--- config.mk ---
export PLATFORM = sky130hd
export DESIGN_NAME = tpu
export DESIGN_NICKNAME = d
export VERILOG_FILES = /design/src/tpu_pkg.sv /design/src/axil_regs.sv /design/src/control_unit.sv /design/src/input_setup.sv /design/src/mmu.sv /design/src/accumulator.sv /design/src/tpu.sv
export VERILOG_INCLUDE_DIRS = /design/src /design/src/src
export SDC_FILE = /design/constraint.sdc
export NUM_CORES = 1
export LEC_CHECK = 0
export ABC_AREA = 0
export ABC_CLOCK_PERIOD_IN_PS = 6970
export BUFFER_PORTS_ARGS = -buffer_cell sky130_fd_sc_hd__clkbuf_2
export CAP_MARGIN = 40
export CORE_MARGIN = 4
export CORE_UTILIZATION = 60
export DETAILED_ROUTE_END_ITERATION = 12
export PLACE_DENSITY = 0.78
export SETUP_SLACK_MARGIN = 0.02
export SYNTH_ARGS = -nofsm -noshare
export SYNTH_HDL_FRONTEND = slang
export SYNTH_HIERARCHICAL = 1
export SYNTH_SLANG_ARGS = --single-unit
--- constraint.sdc ---
create_clock -name clk -period 6.97 [get_ports clk]
set_input_delay 1.394 -clock clk [delete_from_list [all_inputs] [get_ports clk]]
set_output_delay 1.394 -clock clk [all_outputs]
set_load 0.005 [all_outputs]
--- src/tpu_defs.svh ---
`ifndef TPU_DEFS_SVH
`define TPU_DEFS_SVH

// AXI4-Lite port widths
`define TPU_ADDR_W 8
`define TPU_DATA_W 32

// Register map, byte offsets on the slave port
`define TPU_REG_CTRL   8'h00
`define TPU_REG_STATUS 8'h04
`define TPU_REG_WEIGHT 8'h08
`define TPU_REG_INPUT  8'h0C
`define TPU_REG_RES0   8'h10
`define TPU_REG_RES1   8'h14

// Upper bound on the run phase, in cycles
`define TPU_DRAIN_CYCLES 8

// Cycles over which the skewed input rows are presented
`define TPU_STAGGER_DEPTH 3

`endif

--- src/tpu_pkg.sv ---
`default_nettype none

`include "tpu_defs.svh"

package tpu_pkg;

  // Matrix element and wrapping 16-bit result
  typedef logic signed [7:0]  elem_t;
  typedef logic signed [15:0] psum_t;

  // 2x2 matrix in one word, element [0][0] in the low byte
  typedef struct packed {
    elem_t e11;
    elem_t e10;
    elem_t e01;
    elem_t e00;
  } quad_s;

  // Same word as written over AXI or as four elements
  typedef union packed {
    logic [`TPU_DATA_W-1:0] raw;
    quad_s                  q;
  } quad_u;

  // Host to slave, grouped by channel
  typedef struct packed {
    logic [`TPU_ADDR_W-1:0]     awaddr;
    logic                       awvalid;
    logic [`TPU_DATA_W-1:0]     wdata;
    logic [`TPU_DATA_W/8-1:0]   wstrb;
    logic                       wvalid;
    logic                       bready;
    logic [`TPU_ADDR_W-1:0]     araddr;
    logic                       arvalid;
    logic                       rready;
  } axil_req_t;

  // Slave to host
  typedef struct packed {
    logic                   awready;
    logic                   wready;
    logic [1:0]             bresp;
    logic                   bvalid;
    logic                   arready;
    logic [`TPU_DATA_W-1:0] rdata;
    logic [1:0]             rresp;
    logic                   rvalid;
  } axil_rsp_t;

  // Both results of one array column, row 0 low
  typedef struct packed {
    psum_t r1;
    psum_t r0;
  } acc_col_t;

  // Sequencer states
  typedef enum logic [1:0] {
    ST_IDLE,
    ST_LOAD,
    ST_RUN
  } ctrl_state_t;

endpackage

`default_nettype wire

--- src/axil_regs.sv ---
`default_nettype none
`timescale 1ns/1ps

`include "tpu_defs.svh"

module axil_regs import tpu_pkg::*; (
  input  logic      clk,
  input  logic      arst_n,
  input  axil_req_t axil_req,
  output axil_rsp_t axil_rsp,
  output logic      start_req,
  output quad_u     weights,
  output quad_u     inputs,
  input  logic      busy,
  input  logic      done,
  input  acc_col_t  col0,
  input  acc_col_t  col1
);

  logic                   wr_hs;
  logic                   rd_hs;
  logic                   bvalid_q;
  logic                   rvalid_q;
  logic [`TPU_DATA_W-1:0] rdata_q;
  logic [`TPU_DATA_W-1:0] rd_word;

  // AW and W are taken together, only with no B outstanding
  assign wr_hs = axil_req.awvalid && axil_req.wvalid && !bvalid_q;
  // One read in flight at a time
  assign rd_hs = axil_req.arvalid && !rvalid_q;

  // Start goes out in the handshake cycle itself
  // so the operand words are still the ones of this run
  assign start_req = wr_hs && (axil_req.awaddr == `TPU_REG_CTRL) && axil_req.wdata[0];

  always_ff @(posedge clk or negedge arst_n) begin
    if (!arst_n) begin
      bvalid_q <= 1'b0;
      rvalid_q <= 1'b0;
    end else begin
      // B held until the host takes it
      if (wr_hs) begin
        bvalid_q <= 1'b1;
      end else if (axil_req.bready) begin
        bvalid_q <= 1'b0;
      end
      // R held the same way
      if (rd_hs) begin
        rvalid_q <= 1'b1;
      end else if (axil_req.rready) begin
        rvalid_q <= 1'b0;
      end
    end
  end

  // Operand words, full word written whatever wstrb says
  always_ff @(posedge clk) begin
    if (wr_hs) begin
      case (axil_req.awaddr)
        `TPU_REG_WEIGHT: weights.raw <= axil_req.wdata;
        `TPU_REG_INPUT:  inputs.raw  <= axil_req.wdata;
        default: ;
      endcase
    end
  end

  // Read decode, result rows built from both columns
  always_comb begin
    case (axil_req.araddr)
      `TPU_REG_STATUS: rd_word = {30'd0, done, busy};
      `TPU_REG_WEIGHT: rd_word = weights.raw;
      `TPU_REG_INPUT:  rd_word = inputs.raw;
      // C[0][1] high, C[0][0] low
      `TPU_REG_RES0:   rd_word = {col1.r0, col0.r0};
      `TPU_REG_RES1:   rd_word = {col1.r1, col0.r1};
      // CTRL start bit does not read back
      default:         rd_word = '0;
    endcase
  end

  // Data captured at AR and held while R waits
  always_ff @(posedge clk) begin
    if (rd_hs) begin
      rdata_q <= rd_word;
    end
  end

  always_comb begin
    axil_rsp         = '0;
    axil_rsp.awready = wr_hs;
    axil_rsp.wready  = wr_hs;
    axil_rsp.bvalid  = bvalid_q;
    axil_rsp.arready = rd_hs;
    axil_rsp.rdata   = rdata_q;
    axil_rsp.rvalid  = rvalid_q;
    // Always OKAY
    axil_rsp.bresp   = 2'b00;
    axil_rsp.rresp   = 2'b00;
  end

  // Response stays up until the host accepts it
  bvalid_hold: assert property (@(posedge clk) disable iff (!arst_n)
    bvalid_q && !axil_req.bready |=> bvalid_q);

  // Read data is stable while R is stalled
  rvalid_hold: assert property (@(posedge clk) disable iff (!arst_n)
    rvalid_q && !axil_req.rready |=> rvalid_q && $stable(rdata_q));

endmodule

`default_nettype wire

--- src/control_unit.sv ---
`default_nettype none
`timescale 1ns/1ps

`include "tpu_defs.svh"

module control_unit import tpu_pkg::*; (
  input  logic clk,
  input  logic arst_n,
  input  logic start_req,
  input  logic full0,
  input  logic full1,
  output logic load_weight,
  output logic issue,
  output logic busy,
  output logic done
);

  // Last cycle count allowed in the run state
  localparam logic [3:0] RUN_LAST = 4'(`TPU_DRAIN_CYCLES - 1);

  ctrl_state_t state;
  logic [3:0]  run_cnt;
  logic        run_end;

  // Full flags still hold the previous run during the issue cycle
  assign run_end = (!issue && full0 && full1) || (run_cnt == RUN_LAST);

  assign load_weight = (state == ST_LOAD);
  assign busy        = (state != ST_IDLE);

  always_ff @(posedge clk or negedge arst_n) begin
    if (!arst_n) begin
      state   <= ST_IDLE;
      issue   <= 1'b0;
      done    <= 1'b0;
      run_cnt <= '0;
    end else begin
      // Issue is the first cycle of the run state
      issue <= (state == ST_LOAD);
      case (state)
        ST_IDLE: begin
          run_cnt <= '0;
          // Starts while busy never reach here
          if (start_req) begin
            state <= ST_LOAD;
            done  <= 1'b0;
          end
        end
        ST_LOAD: begin
          state <= ST_RUN;
        end
        ST_RUN: begin
          run_cnt <= run_cnt + 4'd1;
          if (run_end) begin
            state <= ST_IDLE;
            done  <= 1'b1;
          end
        end
        default: state <= ST_IDLE;
      endcase
    end
  end

  // Weights must settle before the first activation
  no_load_with_issue: assert property (@(posedge clk) disable iff (!arst_n)
    !(load_weight && issue));

  // Both columns finish before the drain guard fires
  drain_in_time: assert property (@(posedge clk) disable iff (!arst_n)
    (state == ST_RUN) && (run_cnt == RUN_LAST) |-> full0 && full1);

endmodule

`default_nettype wire

--- src/input_setup.sv ---
`default_nettype none
`timescale 1ns/1ps

`include "tpu_defs.svh"

module input_setup import tpu_pkg::*; (
  input  logic  clk,
  input  logic  arst_n,
  input  logic  issue,
  input  quad_u inputs,
  output elem_t a_in1,
  output elem_t a_in2,
  output logic  a_valid1,
  output logic  a_valid2
);

  // One-hot position in the skewed sequence
  logic [`TPU_STAGGER_DEPTH-1:0] phase;
  quad_s                         x_q;

  always_ff @(posedge clk or negedge arst_n) begin
    if (!arst_n) begin
      phase <= '0;
    end else begin
      phase <= {phase[`TPU_STAGGER_DEPTH-2:0], issue};
    end
  end

  // X snapshot, later host writes do not disturb the run
  always_ff @(posedge clk) begin
    if (issue) begin
      x_q <= inputs.q;
    end
  end

  // Row 0 carries column 0 of X, X[0][0] then X[1][0]
  assign a_valid1 = phase[0] | phase[1];
  assign a_in1    = phase[0] ? x_q.e00 : x_q.e10;

  // Row 1 carries column 1 of X, one cycle behind
  assign a_valid2 = phase[1] | phase[2];
  assign a_in2    = phase[1] ? x_q.e01 : x_q.e11;

endmodule

`default_nettype wire

--- src/mmu.sv ---
`default_nettype none
`timescale 1ns/1ps

module mmu import tpu_pkg::*; (
  input  logic  clk,
  input  logic  arst_n,
  input  logic  load_weight,
  input  quad_u weights,
  input  elem_t a_in1,
  input  elem_t a_in2,
  input  logic  a_valid1,
  input  logic  a_valid2,
  output psum_t col_out1,
  output psum_t col_out2,
  output logic  col_valid1,
  output logic  col_valid2
);

  // Cell [i][j] holds W[i][j]
  elem_t w_src [2][2];
  elem_t w_q   [2][2];
  // Activation and partial sum leaving each cell
  elem_t act_q [2][2];
  psum_t ps_q  [2][2];
  // Per-cell valid, shared by both outputs of the cell
  logic [1:0][1:0] v_q;

  // What each cell sees this cycle
  elem_t a_src [2][2];
  psum_t p_src [2][2];
  logic [1:0][1:0] v_src;

  assign w_src[0][0] = weights.q.e00;
  assign w_src[0][1] = weights.q.e01;
  assign w_src[1][0] = weights.q.e10;
  assign w_src[1][1] = weights.q.e11;

  always_comb begin
    for (int i = 0; i < 2; i++) begin
      for (int j = 0; j < 2; j++) begin
        // Left column takes the skewed rows, the right one its neighbour
        if (j == 0) begin
          a_src[i][j] = (i == 0) ? a_in1 : a_in2;
          v_src[i][j] = (i == 0) ? a_valid1 : a_valid2;
        end else begin
          a_src[i][j] = act_q[i][j-1];
          v_src[i][j] = v_q[i][j-1];
        end
        // Top row starts the sum from zero
        p_src[i][j] = (i == 0) ? psum_t'(0) : ps_q[i-1][j];
      end
    end
  end

  always_ff @(posedge clk or negedge arst_n) begin
    if (!arst_n) begin
      v_q <= '0;
    end else begin
      v_q <= v_src;
    end
  end

  always_ff @(posedge clk) begin
    for (int i = 0; i < 2; i++) begin
      for (int j = 0; j < 2; j++) begin
        if (load_weight) begin
          w_q[i][j] <= w_src[i][j];
        end
        act_q[i][j] <= a_src[i][j];
        // Signed 16-bit multiply-add, overflow wraps
        ps_q[i][j]  <= p_src[i][j] + a_src[i][j] * w_q[i][j];
      end
    end
  end

  // Bottom row feeds the accumulators
  assign col_out1   = ps_q[1][0];
  assign col_out2   = ps_q[1][1];
  assign col_valid1 = v_q[1][0];
  assign col_valid2 = v_q[1][1];

endmodule

`default_nettype wire

--- src/accumulator.sv ---
`default_nettype none
`timescale 1ns/1ps

module accumulator import tpu_pkg::*; (
  input  logic     clk,
  input  logic     arst_n,
  input  logic     clear,
  input  psum_t    acc_in,
  input  logic     acc_valid,
  output acc_col_t col,
  output logic     full
);

  // Next slot, 0 for row 0 and 1 for row 1
  logic wr_sel;

  always_ff @(posedge clk or negedge arst_n) begin
    if (!arst_n) begin
      // Results read back as zero until the first run
      col    <= '0;
      wr_sel <= 1'b0;
      full   <= 1'b0;
    end else if (clear) begin
      // Stored values stay readable until overwritten
      wr_sel <= 1'b0;
      full   <= 1'b0;
    end else if (acc_valid) begin
      if (wr_sel) begin
        col.r1 <= acc_in;
      end else begin
        col.r0 <= acc_in;
      end
      wr_sel <= ~wr_sel;
      // Second write fills the store
      full   <= wr_sel;
    end
  end

  // The array sends exactly two results per run
  no_write_when_full: assert property (@(posedge clk) disable iff (!arst_n)
    acc_valid && !clear |-> !full);

endmodule

`default_nettype wire

--- src/tpu.sv ---
`default_nettype none
`timescale 1ns/1ps

module tpu import tpu_pkg::*; (
  input  logic      clk,
  input  logic      arst_n,
  input  axil_req_t s_axil_req,
  output axil_rsp_t s_axil_rsp
);

  // Host side
  logic     start_req;
  quad_u    weights;
  quad_u    inputs;

  // Sequencer outputs
  logic     load_weight;
  logic     issue;
  logic     busy;
  logic     done;

  // Skewed rows into the array
  elem_t    a_in1;
  elem_t    a_in2;
  logic     a_valid1;
  logic     a_valid2;

  // Column results out of the array
  psum_t    col_out1;
  psum_t    col_out2;
  logic     col_valid1;
  logic     col_valid2;

  // Stored columns and their full flags
  acc_col_t col0;
  acc_col_t col1;
  logic     full0;
  logic     full1;

  axil_regs regs_i (
    .clk       (clk),
    .arst_n    (arst_n),
    .axil_req  (s_axil_req),
    .axil_rsp  (s_axil_rsp),
    .start_req (start_req),
    .weights   (weights),
    .inputs    (inputs),
    .busy      (busy),
    .done      (done),
    .col0      (col0),
    .col1      (col1)
  );

  control_unit ctrl_i (
    .clk         (clk),
    .arst_n      (arst_n),
    .start_req   (start_req),
    .full0       (full0),
    .full1       (full1),
    .load_weight (load_weight),
    .issue       (issue),
    .busy        (busy),
    .done        (done)
  );

  input_setup setup_i (
    .clk      (clk),
    .arst_n   (arst_n),
    .issue    (issue),
    .inputs   (inputs),
    .a_in1    (a_in1),
    .a_in2    (a_in2),
    .a_valid1 (a_valid1),
    .a_valid2 (a_valid2)
  );

  mmu mmu_i (
    .clk         (clk),
    .arst_n      (arst_n),
    .load_weight (load_weight),
    .weights     (weights),
    .a_in1       (a_in1),
    .a_in2       (a_in2),
    .a_valid1    (a_valid1),
    .a_valid2    (a_valid2),
    .col_out1    (col_out1),
    .col_out2    (col_out2),
    .col_valid1  (col_valid1),
    .col_valid2  (col_valid2)
  );

  // Issue also empties both column stores
  accumulator acc0_i (
    .clk       (clk),
    .arst_n    (arst_n),
    .clear     (issue),
    .acc_in    (col_out1),
    .acc_valid (col_valid1),
    .col       (col0),
    .full      (full0)
  );

  accumulator acc1_i (
    .clk       (clk),
    .arst_n    (arst_n),
    .clear     (issue),
    .acc_in    (col_out2),
    .acc_valid (col_valid2),
    .col       (col1),
    .full      (full1)
  );

endmodule

`default_nettype wire

==> impl_metrics.ini <==
[power_and_ir_drop]
p_sw_share_pct = 21.9
p_per_area_nw_per_um2 = 165
total_leakage_power_nw = 11.1
power.net_switching_uw = 859
seq_power_share_pct = 52.1
comb_power_share_pct = 4.8
cellInternalPower_mw = 3.06
max-vdd-ir-drop_v = 0.000196
power.clock.fraction_pct = 43.1

[global_routing]
grt_busiest_layer = met2
grt_overflow_total = 0
globalRouteMet2Util_pct = 42.5
antenna_found_initial = 0
global_route.usage.met1_pct = 31.7
grt_start_max_net_pins = 65
grt_pass1_vias = 14200
met3_capacity_usage_during_global_routing_pct = 3.03
grt_first_pass_wirelength_um = 73800
tot_gr_track_use_pct = 24.2

[sta]
worst_pin_slew_ns = 0.949
setup_viol = 0
maxSlewViolCount = 0
max_clock_freq_mhz = 177
hold-worst-slack_ns = 0.445
timing.slew.headroom_pct = 35.0
report.final.hold_viol_count = 0
fin_setup_tns_ns = 0
final.setup.worst_slack_ns = 1.32
post-route-min-period_ns = 5.65
rsz0062_at_grt = no
clock_skew_ns = 0.0280
finalCritPeriodShare_pct = 81.0

[routing]
drc = 0
final_antenna_net_count = 0
num_vias = 13000
drt_pre_antenna_iters = 5
detail_route.wl_per_cell_um = 19.4
drt-vias-per-instance = 5.52
drt_first_iter_violations = 863
route.final.wire_length_um = 45800

[floorplanning]
die_h_um = 198
start_util_pct = 61.0
dieWidth_um = 198
rows = 69
ioPinCount = 100
core_area_um2 = 35700
die_area_um2 = 39400

[clock_tree]
cts_htree_levels = 2
cts_buffer_depth = 3
cts-buffers-inserted = 34
cts-root-buf = sky130_fd_sc_hd__clkbuf_16
clock-sinks = 323
path_clk_slew_ns = 0.06
clock_latency_ns = 0.53
cts_hold_buf = 0
post-cts-setup-buffers = 0
cts_repair_resize_count = 0
tritoncts_clock_tree = yes

[layout]
area_growth_syn_to_layout_pct = 9.06
finalCoreUtilization_pct = 66.6
layout-drive-gt1-share_pct = 13.3
fillCellCount = 2608
final_net_count = 2313

[placed_design]
placement.setup.worst_slack_ns = 1.31
place.port_buffers = 91
gp_congestion = 0.877
place_hpwl_um = 35500

[worst_setup_path]
setup.worst_path.start_class = flop
critical_path_class = flop to flop
critical_path_peak_fanout = 10
worstPathArrival_ns = 6.06
worstPathRequired_ns = 7.39
crit_path_end_kind = flop

[synth]
number_of_standard_cells_after_synthesis = 1763
ys_warnings = 6
synthesis.area_um2 = 21800
synth_area_per_cell_um2 = 12.3

[outcome]
run_status = completed

[hold_path]
worst_hold_path_type = flop to flop

[run]
cap_violations = 0
power groups by stage:
stage               clock network [mW]  logic (mW)  registers [mW]
floorplan                            0       0.112            2.08
global placement                     0       0.182            2.08
detailed placement                   0       0.189            2.08
CTS                               1.71       0.191            2.04
global route                      1.79       0.207            2.04
finish                            1.69       0.189            2.04
cells in the final DEF (no fill, tap or decap), types with 5 or more instances in the layout:
master / count
sky130_fd_sc_hd__a211oi_1: 8
sky130_fd_sc_hd__a21o_1: 9
sky130_fd_sc_hd__a21oi_1: 27
sky130_fd_sc_hd__and2_1: 168
sky130_fd_sc_hd__buf_4: 9
sky130_fd_sc_hd__clkbuf_1: 13
sky130_fd_sc_hd__clkbuf_16: 34
sky130_fd_sc_hd__clkbuf_2: 89
sky130_fd_sc_hd__dfrtp_1: 82
sky130_fd_sc_hd__dfxtp_1: 80
sky130_fd_sc_hd__edfxtp_1: 160
sky130_fd_sc_hd__fa_1: 252
sky130_fd_sc_hd__ha_1: 133
sky130_fd_sc_hd__inv_1: 293
sky130_fd_sc_hd__mux2_2: 66
sky130_fd_sc_hd__mux2_4: 16
sky130_fd_sc_hd__mux2i_1: 67
sky130_fd_sc_hd__nand2_1: 100
sky130_fd_sc_hd__nand2b_1: 12
sky130_fd_sc_hd__nand3_1: 8
sky130_fd_sc_hd__nor2_1: 37
sky130_fd_sc_hd__nor2b_1: 14
sky130_fd_sc_hd__nor3_1: 5
sky130_fd_sc_hd__nor4_1: 7
sky130_fd_sc_hd__o21a_1: 6
sky130_fd_sc_hd__o21ai_0: 14
sky130_fd_sc_hd__o21ai_1: 6
sky130_fd_sc_hd__o21bai_1: 5
sky130_fd_sc_hd__o22ai_1: 30
sky130_fd_sc_hd__xnor2_1: 59
sky130_fd_sc_hd__xor2_1: 15
stage by stage:
step | cell area (um^2) | total power, mW | cells
4_1_cts | 23700 | 3.95 | 2356
2_1_floorplan | 21800 | 2.19 | 1766
5_1_grt | 23700 | 4.04 | 2356
6_report | 23700 | 3.92 | 2357
3_3_place_gp | 22600 | 2.26 | 2291
3_5_place_dp | 22700 | 2.27 | 2294
critical path, stage by stage (launching register included):
cell and delay [ns]:
sky130_fd_sc_hd__dfrtp_1 0.68, sky130_fd_sc_hd__mux2_4 0.34, sky130_fd_sc_hd__and2_1 0.51, sky130_fd_sc_hd__inv_1 0.12, sky130_fd_sc_hd__fa_1 0.50, sky130_fd_sc_hd__inv_1 0.06, sky130_fd_sc_hd__fa_1 0.49, sky130_fd_sc_hd__fa_1 0.56
sky130_fd_sc_hd__fa_1 0.43, sky130_fd_sc_hd__fa_1 0.44, sky130_fd_sc_hd__ha_1 0.33, sky130_fd_sc_hd__o21ai_0 0.09, sky130_fd_sc_hd__o21bai_1 0.20, sky130_fd_sc_hd__o211a_1 0.23, sky130_fd_sc_hd__nand3_1 0.12, sky130_fd_sc_hd__a311o_1 0.29
sky130_fd_sc_hd__xnor2_1 0.12
state kept, by name, indices dropped and copies added (netlist names), 2 cells and up:
| name | flops |
|---|---|
| mmu_i/act_q | 16 |
| regs_i/inputs | 32 |
| regs_i/rdata_q | 32 |
| acc0_i/col | 32 |
| mmu_i/w_q | 32 |
| regs_i/weights | 32 |
| mmu_i/ps_q | 64 |
| acc1_i/col | 32 |
| setup_i/x_q | 32 |
| ctrl_i/run_cnt | 4 |
| setup_i/phase | 3 |
| ctrl_i/state | 2 |
metal layers:
layer / wire, um / vias to the layer above
li1: - / 5916
met2: 23600 / 341
met3: 2160 / 93
met5: 0 / -
met4: 1560 / 0
met1: 18500 / 6665
final cells by class:
type	instances	area [um^2]	area share, %
Antenna cell	1	2.50	0.0105
Clock buffer	51	955	4.02
Clock inverter	11	81.3	0.343
Inverter	293	1100	4.63
Multi-Input combinational cell	1116	12000	50.4
Sequential cell	323	8480	35.7
Tap cell	461	577	2.43
Timing Repair Buffer	101	583	2.46
worst paths after layout:
| check | start | endpoint | slack, ns | cells after the start |
|---|---|---|---|---|
| worst max-delay path | setup_i/phase[1] | mmu_i/ps_q[1][31] | 1.32 | 16 |
| worst min-delay path | regs_i/inputs[3] | setup_i/x_q[3] | 0.45 | 0 |
| worst max register to register | setup_i/phase[1] | mmu_i/ps_q[1][31] | 1.32 | 16 |
| worst min register to register | regs_i/inputs[3] | setup_i/x_q[3] | 0.45 | 0 |
| max in group asynchronous | arst_n | acc0_i/col[29] | 5.58 | 2 |
| min in group asynchronous | arst_n | acc1_i/col[11] | 0.75 | 1 |
No activity file was read; power rests on OpenSTA's default activity.
